File: config.mk
export PLATFORM = sky130hd
export DESIGN_NAME = pmaTop
export DESIGN_NICKNAME = d
export VERILOG_FILES = /design/src/pmaPkg.sv /design/src/pmaAddressMux.sv /design/src/pmaBaseRegs.sv /design/src/pmaCcaCounter.sv /design/src/pmaCycleSelect.sv /design/src/pmaTop.sv
export SDC_FILE = /design/constraint.sdc
export NUM_CORES = 1
export LEC_CHECK = 0
export ABC_AREA = 1
export BUFFER_PORTS_ARGS = -buffer_cell sky130_fd_sc_hd__buf_2
export CORE_AREA = 2 2 79 138
export DETAILED_ROUTE_END_ITERATION = 7
export DIE_AREA = 0 0 81 140
export GPL_ROUTABILITY_DRIVEN = 0
export PLACE_DENSITY = 0.78
export RECOVER_POWER = 25
export SLEW_MARGIN = 20
export SYNTH_ARGS = -nofsm -noshare
export SYNTH_HDL_FRONTEND = slang
export SYNTH_SLANG_ARGS = --single-unit
File: constraint.sdc
create_clock -name clock -period 2.1 [get_ports clock]
set_input_delay 0.105 -clock clock [delete_from_list [all_inputs] [get_ports clock]]
set_output_delay 0.105 -clock clock [all_outputs]
set_load 0.01 [all_outputs]
File: src/pmaPkg.sv
package pmaPkg;

  // Physical address bit range, big-endian numbering.
  localparam int PaFirst = 14;
  localparam int PaLast = 35;

  // Defaults for the top level parameters.
  localparam int PageWidthDefault = 13;
  localparam int CcaWidthDefault = 9;

  // Process field value of an executive per-process page.
  localparam logic [2:0] ExecPerProcess = 3'b111;

  // Physical address, bits 14 to 35.
  typedef logic [PaFirst:PaLast] paddrT;

  // Base register value, bits 14 to 26.
  typedef logic [14:26] baseT;

  // Field view of the VMA.
  typedef struct packed {
    logic [14:17] section;
    logic         userPage;
    logic [19:21] procField;
    logic [22:35] pageWord;
  } vmaFieldsT;

  // VMA word, flat address or fields.
  typedef union packed {
    paddrT     flat;
    vmaFieldsT fields;
  } vmaWordT;

  // Source of one physical address field.
  typedef enum logic [2:0] {
    selVma       = 3'd0,
    selBase      = 3'd1,
    selZero      = 3'd2,
    selChanWord  = 3'd3,
    selCacheTag  = 3'd4,
    selCca       = 3'd5,
    selEra       = 3'd6,
    selPageTable = 3'd7
  } srcSelT;

endpackage

File: src/pmaAddressMux.sv
`timescale 1ns/1ps

module pmaAddressMux #(
  parameter int PageWidth = pmaPkg::PageWidthDefault
) (
  input  logic            clock,
  input  logic            rstN,
  input  pmaPkg::srcSelT  selHigh,
  input  pmaPkg::srcSelT  sel27,
  input  pmaPkg::srcSelT  selMid,
  input  pmaPkg::srcSelT  selLow,
  input  pmaPkg::vmaWordT vma,
  input  pmaPkg::baseT    uebr,
  input  pmaPkg::paddrT   cca,
  input  pmaPkg::paddrT   pageTable,
  input  pmaPkg::paddrT   chanWord,
  input  pmaPkg::paddrT   cacheTag,
  input  logic            eboxEraGrant,
  output pmaPkg::paddrT   pa,
  output logic            adrPar,
  output logic            highPar
);

  import pmaPkg::*;

  localparam int HighLast = 13 + PageWidth;

  paddrT              era;
  logic [14:HighLast] highField;
  logic               bit27;
  logic [28:31]       midField;
  logic [32:35]       lowField;

  // Page number field.
  always_comb begin
    case (selHigh)
      selVma:       highField = vma.flat[14:HighLast];
      selBase:      highField = uebr;
      selChanWord:  highField = chanWord[14:HighLast];
      selCacheTag:  highField = cacheTag[14:HighLast];
      selCca:       highField = cca[14:HighLast];
      selEra:       highField = era[14:HighLast];
      selPageTable: highField = pageTable[14:HighLast];
      default:      highField = '0;
    endcase
  end

  always_comb begin
    case (sel27)
      selVma:      bit27 = vma.flat[27];
      selChanWord: bit27 = chanWord[27];
      selCacheTag: bit27 = cacheTag[27];
      selCca:      bit27 = cca[27];
      selEra:      bit27 = era[27];
      default:     bit27 = 1'b0;
    endcase
  end

  // Page table index uses VMA bits 18 to 23.
  always_comb begin
    case (selMid)
      selVma:       midField = vma.flat[28:31];
      selChanWord:  midField = chanWord[28:31];
      selCacheTag:  midField = cacheTag[28:31];
      selCca:       midField = cca[28:31];
      selEra:       midField = era[28:31];
      selPageTable: midField = vma.flat[18:21];
      default:      midField = '0;
    endcase
  end

  always_comb begin
    case (selLow)
      selVma:       lowField = vma.flat[32:35];
      selChanWord:  lowField = chanWord[32:35];
      // Tag holds the line address; word within line stays from the VMA.
      selCacheTag:  lowField = {cacheTag[32:33], vma.flat[34:35]};
      selCca:       lowField = cca[32:35];
      selEra:       lowField = era[32:35];
      selPageTable: lowField = {vma.flat[22:23], 2'b00};
      default:      lowField = '0;
    endcase
  end

  assign pa = {highField, bit27, midField, lowField};

  // ERA follows the address until an ERA grant freezes it.
  always_ff @(posedge clock) begin
    if (!rstN) begin
      era <= '0;
    end else if (!eboxEraGrant) begin
      era <= pa;
    end
  end

  assign adrPar  = ~^pa[14:33];
  assign highPar = ^pa[14:26];

  // Codes the cycle select never produces for these fields.
  selectsValid: assert property (
    @(posedge clock) disable iff (!rstN)
    (selHigh != selZero) && (sel27 != selPageTable) &&
    (selMid != selZero) && (selLow != selZero)
  );

endmodule

File: src/pmaBaseRegs.sv
`timescale 1ns/1ps

module pmaBaseRegs #(
  parameter int PageWidth = pmaPkg::PageWidthDefault
) (
  input  logic            clock,
  input  logic            rstN,
  input  pmaPkg::vmaWordT vma,
  input  logic            loadReg,
  input  logic            selUbr,
  input  logic            selEbr,
  input  logic            ubrSel,
  output pmaPkg::baseT    uebr
);

  localparam int BaseLast = 13 + PageWidth;

  logic [14:BaseLast] ubr;
  logic [14:BaseLast] ebr;

  // Base loads come from the page number part of the VMA.
  always_ff @(posedge clock) begin
    if (!rstN) begin
      ubr <= '0;
      ebr <= '0;
    end else if (loadReg) begin
      if (selUbr) begin
        ubr <= vma.flat[14:BaseLast];
      end
      if (selEbr) begin
        ebr <= vma.flat[14:BaseLast];
      end
    end
  end

  assign uebr = ubrSel ? ubr : ebr;

  // Microcode loads one base register at a time.
  loadOneBase: assert property (
    @(posedge clock) disable iff (!rstN)
    loadReg |-> !(selUbr && selEbr)
  );

endmodule

File: src/pmaCcaCounter.sv
`timescale 1ns/1ps

module pmaCcaCounter #(
  parameter int CcaWidth = pmaPkg::CcaWidthDefault
) (
  input  logic            clock,
  input  logic            rstN,
  input  pmaPkg::vmaWordT vma,
  input  logic            ccaLoad,
  input  logic            ccaAllPages,
  input  logic            ccaReqGrant,
  output pmaPkg::paddrT   cca,
  output logic            ccaCarryOut
);

  localparam int CountFirst = 36 - CcaWidth;

  logic [14:CountFirst-1] ccaUpper;
  logic [CountFirst:35]   ccaCount;
  logic                   stepPending;

  // The count steps at the end of a granted sweep cycle, so the
  // cycle itself still sees the address it was granted for.
  always_ff @(posedge clock) begin
    if (!rstN) begin
      stepPending <= 1'b0;
    end else begin
      stepPending <= ccaReqGrant && !ccaLoad;
    end
  end

  always_ff @(posedge clock) begin
    if (!rstN) begin
      ccaUpper <= '0;
      ccaCount <= '0;
    end else if (ccaLoad) begin
      ccaUpper <= vma.flat[14:CountFirst-1];
      ccaCount <= '1;
    end else if (stepPending) begin
      ccaCount <= ccaCount - 1'b1;
    end
  end

  assign cca = {ccaUpper, ccaCount};

  // End of one page, or of the whole sweep in all-pages mode.
  assign ccaCarryOut = (ccaCount[CountFirst:33] == '0) &&
                       (!ccaAllPages || (ccaCount[34:35] == 2'b00));

endmodule

File: src/pmaCycleSelect.sv
`timescale 1ns/1ps

module pmaCycleSelect (
  input  logic            clock,
  input  logic            rstN,
  input  pmaPkg::vmaWordT vma,
  input  logic            readyToGo,
  input  logic            eboxReqGrant,
  input  logic            chanReqGrant,
  input  logic            ccaReqGrant,
  input  logic            eboxEraGrant,
  input  logic            eboxCcaGrant,
  input  logic            pageRefillT4,
  input  logic            writebackT2,
  input  logic            vmaUser,
  input  logic            vmaUpt,
  input  logic            vmaEpt,
  input  logic            eboxMayBePaged,
  output pmaPkg::srcSelT  selHigh,
  output pmaPkg::srcSelT  sel27,
  output pmaPkg::srcSelT  selMid,
  output pmaPkg::srcSelT  selLow,
  output logic            ubrSel,
  output logic            pageRefillCyc,
  output logic            eboxCyc,
  output logic            writebackCyc,
  output logic            cycTypeHold
);

  import pmaPkg::*;

  logic   execPerProc;
  logic   refillUsesUbr;
  srcSelT highNext;
  srcSelT bit27Next;
  srcSelT midNext;
  srcSelT lowNext;
  logic   ubrSelNext;

  assign execPerProc = !vma.fields.userPage && (vma.fields.procField == ExecPerProcess);

  // User and per-process refills walk the user page table.
  assign refillUsesUbr = vmaUser || execPerProc;

  // Priority: ERA, refill, channel, writeback, CCA, EBOX, then VMA.
  always_comb begin
    highNext   = selVma;
    bit27Next  = selVma;
    midNext    = selVma;
    lowNext    = selVma;
    ubrSelNext = 1'b0;
    if (eboxEraGrant) begin
      highNext  = selEra;
      bit27Next = selEra;
      midNext   = selEra;
      lowNext   = selEra;
    end else if (pageRefillT4) begin
      // Base plus the VMA page index.
      highNext   = selBase;
      bit27Next  = selZero;
      midNext    = selPageTable;
      lowNext    = selPageTable;
      ubrSelNext = refillUsesUbr;
    end else if (chanReqGrant) begin
      highNext  = selChanWord;
      bit27Next = selChanWord;
      midNext   = selChanWord;
      lowNext   = selChanWord;
    end else if (writebackT2) begin
      highNext  = selCacheTag;
      bit27Next = selCacheTag;
      midNext   = selCacheTag;
      lowNext   = selCacheTag;
    end else if (ccaReqGrant || eboxCcaGrant) begin
      highNext  = selCca;
      bit27Next = selCca;
      midNext   = selCca;
      lowNext   = selCca;
    end else if (eboxReqGrant) begin
      if (vmaUpt || vmaEpt) begin
        highNext   = selBase;
        bit27Next  = selBase;
        midNext    = selBase;
        lowNext    = selBase;
        ubrSelNext = vmaUpt;
      end else if (eboxMayBePaged) begin
        // Page number from the pager, word offset from the VMA.
        highNext = selPageTable;
      end
    end
  end

  always_ff @(posedge clock) begin
    if (!rstN) begin
      selHigh <= selVma;
      sel27   <= selVma;
      selMid  <= selVma;
      selLow  <= selVma;
      ubrSel  <= 1'b0;
    end else if (readyToGo) begin
      selHigh <= highNext;
      sel27   <= bit27Next;
      selMid  <= midNext;
      selLow  <= lowNext;
      ubrSel  <= ubrSelNext;
    end
  end

  assign cycTypeHold = !readyToGo && !writebackT2;

  always_ff @(posedge clock) begin
    if (!rstN) begin
      pageRefillCyc <= 1'b0;
      eboxCyc       <= 1'b0;
      writebackCyc  <= 1'b0;
    end else if (!cycTypeHold) begin
      pageRefillCyc <= pageRefillT4;
      eboxCyc       <= eboxReqGrant;
      writebackCyc  <= writebackT2;
    end
  end

  // The cache controller never overlaps a refill with a writeback.
  refillNotWriteback: assert property (
    @(posedge clock) disable iff (!rstN)
    !(pageRefillCyc && writebackCyc)
  );

endmodule

File: src/pmaTop.sv
`timescale 1ns/1ps

module pmaTop #(
  parameter int PageWidth = pmaPkg::PageWidthDefault,
  parameter int CcaWidth  = pmaPkg::CcaWidthDefault
) (
  input  logic            clock,
  input  logic            rstN,
  input  pmaPkg::vmaWordT vma,
  input  logic            loadReg,
  input  logic            selUbr,
  input  logic            selEbr,
  input  logic            ccaLoad,
  input  logic            ccaAllPages,
  input  logic            readyToGo,
  input  logic            eboxReqGrant,
  input  logic            chanReqGrant,
  input  logic            ccaReqGrant,
  input  logic            eboxEraGrant,
  input  logic            eboxCcaGrant,
  input  logic            pageRefillT4,
  input  logic            writebackT2,
  input  logic            vmaUser,
  input  logic            vmaUpt,
  input  logic            vmaEpt,
  input  logic            eboxMayBePaged,
  input  pmaPkg::paddrT   pageTable,
  input  pmaPkg::paddrT   chanWord,
  input  pmaPkg::paddrT   cacheTag,
  output pmaPkg::paddrT   pa,
  output logic            adrPar,
  output logic            highPar,
  output logic            ccaCarryOut,
  output logic            pageRefillCyc,
  output logic            eboxCyc,
  output logic            writebackCyc
);

  import pmaPkg::*;

  baseT   uebr;
  logic   ubrSel;
  paddrT  cca;
  srcSelT selHigh;
  srcSelT sel27;
  srcSelT selMid;
  srcSelT selLow;

  pmaBaseRegs #(
    .PageWidth(PageWidth)
  ) baseRegs (
    .clock  (clock),
    .rstN   (rstN),
    .vma    (vma),
    .loadReg(loadReg),
    .selUbr (selUbr),
    .selEbr (selEbr),
    .ubrSel (ubrSel),
    .uebr   (uebr)
  );

  pmaCcaCounter #(
    .CcaWidth(CcaWidth)
  ) ccaCounter (
    .clock      (clock),
    .rstN       (rstN),
    .vma        (vma),
    .ccaLoad    (ccaLoad),
    .ccaAllPages(ccaAllPages),
    .ccaReqGrant(ccaReqGrant),
    .cca        (cca),
    .ccaCarryOut(ccaCarryOut)
  );

  pmaCycleSelect cycleSelect (
    .clock         (clock),
    .rstN          (rstN),
    .vma           (vma),
    .readyToGo     (readyToGo),
    .eboxReqGrant  (eboxReqGrant),
    .chanReqGrant  (chanReqGrant),
    .ccaReqGrant   (ccaReqGrant),
    .eboxEraGrant  (eboxEraGrant),
    .eboxCcaGrant  (eboxCcaGrant),
    .pageRefillT4  (pageRefillT4),
    .writebackT2   (writebackT2),
    .vmaUser       (vmaUser),
    .vmaUpt        (vmaUpt),
    .vmaEpt        (vmaEpt),
    .eboxMayBePaged(eboxMayBePaged),
    .selHigh       (selHigh),
    .sel27         (sel27),
    .selMid        (selMid),
    .selLow        (selLow),
    .ubrSel        (ubrSel),
    .pageRefillCyc (pageRefillCyc),
    .eboxCyc       (eboxCyc),
    .writebackCyc  (writebackCyc),
    .cycTypeHold   ()
  );

  pmaAddressMux #(
    .PageWidth(PageWidth)
  ) addressMux (
    .clock       (clock),
    .rstN        (rstN),
    .selHigh     (selHigh),
    .sel27       (sel27),
    .selMid      (selMid),
    .selLow      (selLow),
    .vma         (vma),
    .uebr        (uebr),
    .cca         (cca),
    .pageTable   (pageTable),
    .chanWord    (chanWord),
    .cacheTag    (cacheTag),
    .eboxEraGrant(eboxEraGrant),
    .pa          (pa),
    .adrPar      (adrPar),
    .highPar     (highPar)
  );

endmodule
==> metrics.txt, run 1 <==
Yosys reg bits=83; r2r setup slk=120 ps; total CTS buffers=9; slowest cell on the critical path=dfxtp_4; worst hold path class=in -> reg; antenna cells=0; multi-input logic area=3390 um2; CTS tree=built; Slew headroom=33.4%; Die Wd=81 um; final WL=19.5 mm; post-synthesis async set-or-reset flop share=0%; Startpoint Class=flip-flop; Primary FF master, synth=dfxtp_1; Final Hold Vio Count=0; Rows=49; largest stage delay on the critical path=370 ps; Final Non-Filler Cells=1266; synth warn=0; Avg WL per Cell=15.4 um; Synth area leader=dfxtp_1; pwr dens=688 nW/um2; ANT nets after route=0; FMAX=386 MHz; Post-Route Utilization=73.4%; Nets=1242; violated checks=setup timing; Placed Cells=1239; DP Area=6710 um2; DRC Markers=0; initial drt markers=620; core area=10200 um2; largest net degree at the start of global routing=40; cells along the critical path=buf_6, nor2_4, buf_6, nand3_1, nand2_1, nor2_1, nand2_2, nand2_1, nand2_1, nand2_1, nand2_2, inv_2, nand2_1, nand3_2, nand2_1, nand2_1, nand2_1, buf_2; PortBufs=123; Root Buffer=clkbuf_16; clk_skew=8.16 ps; status=finished with violations; Post-synth EDFFs=0; RSZ-0062 raised after global routing=yes; total grt overflow=0; Worst-path clk slew=70 ps; final setup fails=5; sequential area share after synthesis=30.0%; Die Footprint=11300 um2; period utilization=123%; I/O Pins=135; fraction of layout instances using a drive strength above 1=27.5%; Chip Height=140 um; synthesized net count=1059; most frequent cells after synthesis=nand2_1, inv_1, nor2_1; Seq. cell area=1670 um2; Setup crit end kind=output port; Setup WS post-layout=-491 ps; Required @ worst endpoint=2000 ps; Netlist cell types=42; Syn Std Cell Area=5550 um2; Peak VDD IR=0.481 mV; area grow syn2layout=34.8%; GRT Total Usage=33.3%; most common cell in the netlist=nand2_1; CP max FO=8; Fill cells=870; worst slew pin tran=997 ps; cell mode on critical path=nand2_1; Yosys top cell area share=30.0%; vias in the first global route=6467; design area=7470 um2; LEAKAGE=4.09 nW; largest cells by area after synthesis=dfxtp_1, nand2_1, inv_1; htree depth=3; clk sink count=83; hpwl dp=13.9 mm; Initial Util=54.5%; Mean Syn Cell Area=5.83 um2; max cap viols=0; Max Buffers Root-to-Sink=2; Tmin final=2590 ps; Pre-antenna DRT Iters=5; Cells after Synth=951; Final Max Slew Viols=0; WP buf/inv=4; antenna violations before repair=0; first-pass GRT wire length=29.4 mm; Via density=5.61; Crit path max-delay family=simple AND/OR/NAND/NOR gates; CP Class=reg -> out; clk_lat worst skew=350 ps; Via Count=7097; Critical Path AT=2490 ps
per-stage QoR:
| step | total power [W] | hold WS, ps | setup slack [ps] | setup TNS, ps |
|---|---|---|---|---|
| final | 0.00514 | 38.1 | -491 | -1110 |
| after global routing | 0.00540 | 66.5 | -670 | -1630 |
| after CTS | 0.00496 | 38.8 | -334 | -637 |
| after detailed placement | 0.00330 | 352 | -109 | -191 |
| after global placement | 0.00327 | 352 | -66.9 | -108 |
| after floorplan | 0.00268 | 219 | 274 | 0 |
per-layer routing:
metal / track usage [%] / share of wire (%)
met1: 33.8 / 34
met2: 57.4 / 49
met3: 6.25 / 7.5
met4: 26.8 / 9.0
met5: 0 / 0
tightest hold or removal path, delay by kind of cell:
| kind | cells | cell delay [ps] |
|---|---|---|
| buffers and inverters | 1 | 120 |
| and+or+nand+nor | 2 | 130 |
worst paths after layout:
path	start	end	cells past startpoint
max reg2reg	cycleSelect.selHigh[0]	addressMux.era[13]	12
min reg2reg	ccaCounter.ccaUpper[14]	ccaCounter.ccaUpper[14]	2
min	vma[19]	ccaCounter.ccaUpper[16]	3
max	cycleSelect.selHigh[0]	adrPar	18
sequential cells by signal, indices dropped and copies added (netlist names):
| signal | flops |
|---|---|
| cycleSelect.pageRefillCyc | 1 |
| cycleSelect.writebackCyc | 1 |
| baseRegs.ubr | 13 |
| cycleSelect.ubrSel | 1 |
| addressMux.era | 22 |
| ccaCounter.ccaCount | 9 |
| cycleSelect.sel27 | 2 |
| ccaCounter.stepPending | 1 |
| cycleSelect.selHigh | 3 |
| ccaCounter.ccaUpper | 13 |
| cycleSelect.eboxCyc | 1 |
| cycleSelect.selMid | 3 |
| baseRegs.ebr | 13 |
power by group:
group	total [W]	internal [W]	switching, W
sequential	0.00176	0.00169	0.0000724
clock	0.00162	0.000846	0.000772
combinational	0.00177	0.000744	0.00102
placed cells by master (no fill, tap or decap), types with 11 or more instances in the layout:
cell / count
nand4_1: 38
dfxtp_1: 79
buf_2: 114
nand2_2: 35
o21ai_0: 71
nand2_1: 254
inv_2: 11
nor2_1: 112
inv_1: 136
buf_6: 14
nand3_2: 11
nand3_1: 32
buf_4: 72
a21oi_1: 51
final cells by class:
cell class	count	area share, %
sequential	83	22.4
inverter	151	7.65
clock buffer	9	3.01
multi-input combinational	678	45.4
clock inverter	7	0.988
timing repair buffer	211	18.4
tap	127	2.13
kinds of logic (layout without fill, tap and decap cells):
kind of cell / Yosys count / after routing / share of synthesized area (%)
compound gates: 162 / 162 / 16.0
xor+xnor: 4 / 4 / 0.903
fa+ha+maj: 1 / 1 / 0.226
buf+inv: 190 / 378 / 13.8
flops: 83 / 83 / 30.0
simple gates: 511 / 511 / 39.1
what timing repair did:
item	CTS	global route
setup endpoints to repair	5	7
pin swaps	13	34
hold buffers	1	0
gates resized for setup	32	70
setup buffers	7	3
hold endpoints to repair	1	0
Power figures use the tool's default switching activity.
==> run 2, diff against run 1 <==
- SETUP_SLACK_MARGIN: unset -> 0.4
==> run 2 against run 1 <==
- the flow still finishes with violations (setup timing)
- critical path depth stayed put
- clock skew is 1.6 ps lower
- final cell count fell by 0.47%
- clock power barely moved
- combinational power up 14%
- flip-flop and latch count unchanged
- design area up 8.0%
- critical path type unchanged
==> metrics.txt, run 2 (synthesis results as in run 1) <==
worst hold path class=in -> reg (unchanged); antenna cells=0 (unchanged); Critical path origin=cycleSelect.selHigh[0] (unchanged); Tmin final=2660 ps (was 2590 ps); FMAX=376 MHz (was 386 MHz); cells along the critical path=buf_8, nor2_4, buf_6, nand3_2, o21ai_2, inv_1, nand2_1, nor2_2, buf_6, nand2_2, nand4_1, nand2_2, inv_2, nand2_2, nand2_1, nand2_1, nand2_2, buf_6 (was buf_6, nor2_4, buf_6, nand3_1, nand2_1, nor2_1, nand2_2, nand2_1, nand2_1, nand2_1, nand2_2, inv_2, nand2_1, nand3_2, nand2_1, nand2_1, nand2_1, buf_2); Final Max Slew Viols=0 (unchanged); fraction of layout instances using a drive strength above 1=36.2% (was 27.5%); Chip Height=140 um (unchanged); largest stage delay on the critical path=370 ps (about the same); PortBufs=123 (unchanged); Setup WS post-layout=-559 ps (was -491 ps); Avg WL per Cell=17.3 um (was 15.4 um); r2r setup slk=210 ps (was 120 ps); Rows=49 (unchanged); sw frac=37.5% (was 36.3%); Die Footprint=11300 um2 (unchanged); Root Buffer=clkbuf_16 (unchanged); Final Hold Vio Count=0 (unchanged); first-pass GRT wire length=29.8 mm (was 29.4 mm); Required @ worst endpoint=2000 ps (about the same); Setup crit end kind=output port (unchanged); area grow syn2layout=45.6% (was 34.8%); I/O Pins=135 (unchanged); HP Start=vma[19] (unchanged); clock share of power=30.0% (was 31.5%); Peak VDD IR=0.540 mV (was 0.481 mV); LEAKAGE=4.22 nW (was 4.09 nW); antenna violations before repair=0 (unchanged); final setup fails=5 (unchanged); core area=10200 um2 (unchanged); period utilization=127% (was 123%); cell-internal power=0.00338 W (was 0.00328 W); Via density=5.78 (was 5.61); final WL=21.8 mm (was 19.5 mm); pwr dens=669 nW/um2 (was 688 nW/um2); Reg with most FFs=addressMux.era (unchanged); GRT Total Usage=33.9% (was 33.3%); WP buf/inv=6 (was 4); WP depth=18 (unchanged); initial drt markers=829 (was 620); Sequential Power Share=32.9% (was 34.2%); Initial Util=54.5% (unchanged); worst r2r src=cycleSelect.selHigh[0] (unchanged); Nets=1236 (was 1242); max reg flops=22 (unchanged); largest net degree at the start of global routing=33 (was 40); clk sink count=83 (unchanged); Final Power=0.00540 W (was 0.00514 W); Slew headroom=16.9% (was 33.4%); clk_skew=6.57 ps (was 8.16 ps); Placed Cells=1207 (was 1239); total grt overflow=0 (unchanged); commonest non-fill, non-tap cell in the layout=nand2_1 (unchanged); ANT nets after route=0 (unchanged); Pre-antenna DRT Iters=8 (was 5); status=finished with violations (unchanged); Via Count=7285 (was 7097); DP Area=6580 um2 (was 6710 um2); r2r worst-path depth=12 (unchanged); hpwl dp=13.6 mm (was 13.9 mm); htree depth=3 (unchanged); most frequent cells in the layout=nand2_1, inv_1, buf_2 (unchanged); crit path capture=highPar (was adrPar); vias in the first global route=6565 (was 6467); Comb pwr share=37.1% (was 34.3%); CP Class=reg -> out (unchanged); Fill cells=705 (was 870); Worst-path clk slew=70 ps (about the same); total CTS buffers=9 (unchanged); RSZ-0062 raised after global routing=yes (unchanged); NetSw=0.00203 W (was 0.00187 W); DRC Markers=0 (unchanged); design area=8080 um2 (was 7470 um2); cell mode on critical path=nand2_2 (was nand2_1); post-route setup TNS=-1180 ps (was -1110 ps); reg-to-reg endpoint=addressMux.era[9] (was addressMux.era[13]); Die Wd=81 um (unchanged); violated checks=setup timing (unchanged); Startpoint Class=flip-flop (unchanged); Crit path max-delay family=simple AND/OR/NAND/NOR gates (unchanged); Hold WS=39.9 ps (was 38.1 ps); clk_lat worst skew=360 ps (was 350 ps); CTS tree=built (unchanged); Critical Path AT=2550 ps (was 2490 ps); worst slew pin tran=1250 ps (was 997 ps); slowest cell on the critical path=dfxtp_4 (unchanged); Max Buffers Root-to-Sink=2 (unchanged); max cap viols=0 (unchanged); Final Non-Filler Cells=1260 (was 1266); CP max FO=5 (was 8)
[run 2: stage by stage]
| stage | setup slack, ps | utilization [%] |
|---|---|---|
| finish | -559 | 79.3 |
| CTS | -285 | 72.5 |
| global placement | -25.8 | 64.7 |
| global route | -641 | 79.3 |
| floorplan | 376 | - |
| detailed placement | -85.6 | 64.7 |
[run 2: per-layer routing]
layer	vias to the layer above	routed length, um	GRT usage, %
met3	161	1750	6.06
met2	453	10800	59.3
li1	3387	-	-
met4	0	1920	26.7
met5	-	0	0
met1	3284	7300	34.0
[run 2: how the worst min path moves through the flow]
stage	depth (start not counted)	endpoint
floorplan	2	ccaCounter.stepPending
CTS	3	ccaCounter.ccaUpper[16]
global placement	3	ccaCounter.stepPending
finish	3	ccaCounter.ccaUpper[16]
detailed placement	3	ccaCounter.stepPending
global route	3	baseRegs.ebr[14]
[run 2: area by class of cell]
cell class	count	area, um2	area share, %
Clock buffer	9	225	2.79
Clock inverter	7	78.8	0.976
Inverter	151	586	7.25
Multi-Input combinational cell	678	3770	46.7
Sequential cell	83	1690	20.9
Tap cell	127	159	1.97
Timing Repair Buffer	205	1570	19.5
[run 2: timing repair]
action,CTS,global route
hold buffers,1,0
setup buffers,18,16
gates resized for setup,99,164
hold endpoints to repair,1,0
gates cloned,1,1
pin swaps,33,63
setup endpoints to repair,28,31
[run 2: power groups by stage]
stage / registers, W / clock network (W) / logic, W
global route: 0.00178 / 0.00168 / 0.00216
detailed placement: 0.00179 / 0 / 0.00144
floorplan: 0.00177 / 0 / 0.000959
finish: 0.00178 / 0.00162 / 0.00201
CTS: 0.00176 / 0.00161 / 0.00159
global placement: 0.00179 / 0 / 0.00142
[run 2: worst min-delay path, stage by stage]
cell and delay (ps):
buf_2 120, nor2_1 50, nor2_1 80
==> run 3, diff against run 2 <==
- CORE_AREA: 2 2 79 138 -> 2 2 99 172
- DIE_AREA: 0 0 81 140 -> 0 0 101 174
- GPL_ROUTABILITY_DRIVEN: 0 -> unset
- PLACE_DENSITY: 0.78 -> 0.52
==> run 3 against run 2 <==
- the flow finishes with violations (capacitance limit, setup timing)
- routed wire length shrank 6.0%
- global-route usage shrank 10 points
- worst hold slack gained 3.6 ps
- clock skew grew 5.0 ps
- register-to-register slack gained 250 ps
- combinational power shrank 4%
- flip-flop and latch count is the same
- worst setup slack gained 230 ps
- design area grew 1.0%
- clock power is essentially flat
- final cell count grew 5.6%
- sequential share of layout area shrank 0.25 points
- highest routed layer unchanged
==> metrics.txt, run 3 (synthesis results as in run 1) <==
clk_skew=11.6 ps (was 6.57 ps); I/O Pins=135 (unchanged); largest net degree at the start of global routing=39 (was 33); Root Buffer=clkbuf_16 (unchanged); LEAKAGE=4.26 nW (was 4.22 nW); Final Max Slew Viols=0 (unchanged); Via density=4.94 (was 5.78); clock share of power=30.5% (was 30.0%); Placement Setup Slack=-116 ps (was -85.6 ps); CP Class=reg -> out (unchanged); Critical Path AT=2330 ps (was 2550 ps); Hold WS=43.5 ps (was 39.9 ps); violated checks=capacitance limit, setup timing (was setup timing); Nets=1242 (was 1236); period utilization=116% (was 127%); Die Footprint=17600 um2 (was 11300 um2); max cap viols=1 (was 0); PortBufs=123 (unchanged); Post-Route Utilization=50.1% (was 79.3%); RSZ-0062 raised after global routing=yes (unchanged); GRT Total Usage=23.5% (was 33.9%); Via Count=6572 (was 7285); Chip Height=174 um (was 140 um); Max Buffers Root-to-Sink=2 (unchanged); pwr dens=652 nW/um2 (was 669 nW/um2); worst slew pin tran=1490 ps (was 1250 ps); placer congestion estimate=0.888; Tmin final=2430 ps (was 2660 ps); total CTS buffers=9 (unchanged); Rows=62 (was 49); Required @ worst endpoint=2000 ps (about the same); NetSw=0.00192 W (was 0.00203 W); Startpoint Class=flip-flop (unchanged); Final Hold Vio Count=0 (unchanged); r2r setup slk=460 ps (was 210 ps); final WL=20.5 mm (was 21.8 mm); ANT nets after route=0 (unchanged); Peak VDD IR=0.465 mV (was 0.540 mV); first-pass GRT wire length=32.3 mm (was 29.8 mm); fraction of layout instances using a drive strength above 1=33.2% (was 36.2%); final setup fails=2 (was 5); clk sink count=83 (unchanged); core area=16300 um2 (was 10200 um2); cell-internal power=0.00340 W (was 0.00338 W); worst hold path class=in -> reg (unchanged); Comb pwr share=36.3% (was 37.1%); DRC Markers=0 (unchanged); status=finished with violations (unchanged); clk_lat worst skew=350 ps (was 360 ps); hpwl dp=15.6 mm (was 13.6 mm); max reg flops=22 (unchanged); Die Wd=101 um (was 81 um); htree depth=3 (unchanged); Avg WL per Cell=15.4 um (was 17.3 um); most frequent cells in the layout=nand2_1, inv_1, buf_2 (unchanged); CTS tree=built (unchanged); antenna cells=0 (unchanged); total grt overflow=0 (unchanged); Setup crit end kind=output port (unchanged); Worst-path clk slew=80 ps (was 70 ps); Slew headroom=0.425% (was 16.9%); FMAX=411 MHz (was 376 MHz); Sequential Power Share=33.2% (was 32.9%); area grow syn2layout=47.1% (was 45.6%); commonest non-fill, non-tap cell in the layout=nand2_1 (unchanged); Setup WS post-layout=-330 ps (was -559 ps); sw frac=36.1% (was 37.5%); Reg with most FFs=addressMux.era (unchanged); Pre-antenna DRT Iters=4 (was 8); CP max FO=6 (was 5); initial drt markers=261 (was 829); antenna violations before repair=0 (unchanged); vias in the first global route=6426 (was 6565); Initial Util=34.0% (was 54.5%)
## run 3: cell count changes in the layout (fill, tap and decap cells not counted), moves of 4 or more
cell	before	now
nand2_1	214	237
inv_8	1	5
buf_12	4	8
nand2_2	67	47
nand3_2	19	5
nor2_1	97	93
inv_4	0	4
buf_6	61	56
nand3_1	19	32
inv_2	23	15
## run 3: what timing repair did
item / in CTS / in global routing
endpoints found under the hold margin: 1 / 0
hold buffers: 1 / 0
pin swaps: 58 / 39
cloned: 1 / 1
setup endpoints to repair: 25 / 31
setup buffers: 20 / 7
gates resized for setup: 151 / 79
## run 3: path summary, 6_finish.rpt
path | start | to | cells after the start
setup / recovery | cycleSelect.selHigh[1] | adrPar | 16
hold reg to reg | ccaCounter.ccaUpper[14] | ccaCounter.ccaUpper[14] | 2
hold / removal | vma[19] | ccaCounter.ccaUpper[16] | 3
setup reg to reg | cycleSelect.selMid[0] | addressMux.era[1] | 11
## run 3: metal layers
metal	track usage, %	vias up	share of wire [%]
li1	-	3395	-
met1	24.6	2976	36
met2	45.0	151	56
met3	2.85	50	3.3
met4	10.6	0	4.5
met5	0	-	0
## run 3: worst max-delay path, cell delays in order, from the launching register on
cell	delay, ps
dfxtp_4	390
buf_12	150
nor3_4	300
nand2_1	90
o21ai_1	90
nor2_1	70
nand2_2	110
inv_1	70
nand2_1	70
nand2_2	90
nand2_1	80
nand2_1	70
nand3_2	80
nand2_1	60
nand2_1	70
nand2_2	60
buf_6	110
## run 3: area by class of cell
class	instances	area, um2
Fill cell	1724	8130
Multi-Input combinational cell	678	3660
Sequential cell	83	1680
Timing Repair Buffer	211	1670
Inverter	151	608
Tap cell	192	240
Clock buffer	9	225
Clock inverter	7	73.8
## run 3: power groups by stage
stage	sequential, W	combinational, W	clock (W)
floorplan	0.00177	0.000959	0
global placement	0.00179	0.00153	0
detailed placement	0.00179	0.00154	0
CTS	0.00176	0.00182	0.00166
global route	0.00178	0.00215	0.00172
finish	0.00176	0.00193	0.00162
## run 3: metrics by stage
step	setup TNS [ps]	cells	power [W]	area (um2)
5_1_grt	-1040	1331	0.00565	8160
3_3_place_gp	-131	1285	0.00332	6810
2_1_floorplan	0	951	0.00273	5660
4_1_cts	-610	1323	0.00524	7820
3_5_place_dp	-188	1285	0.00333	6810
6_report	-642	1331	0.00532	8160
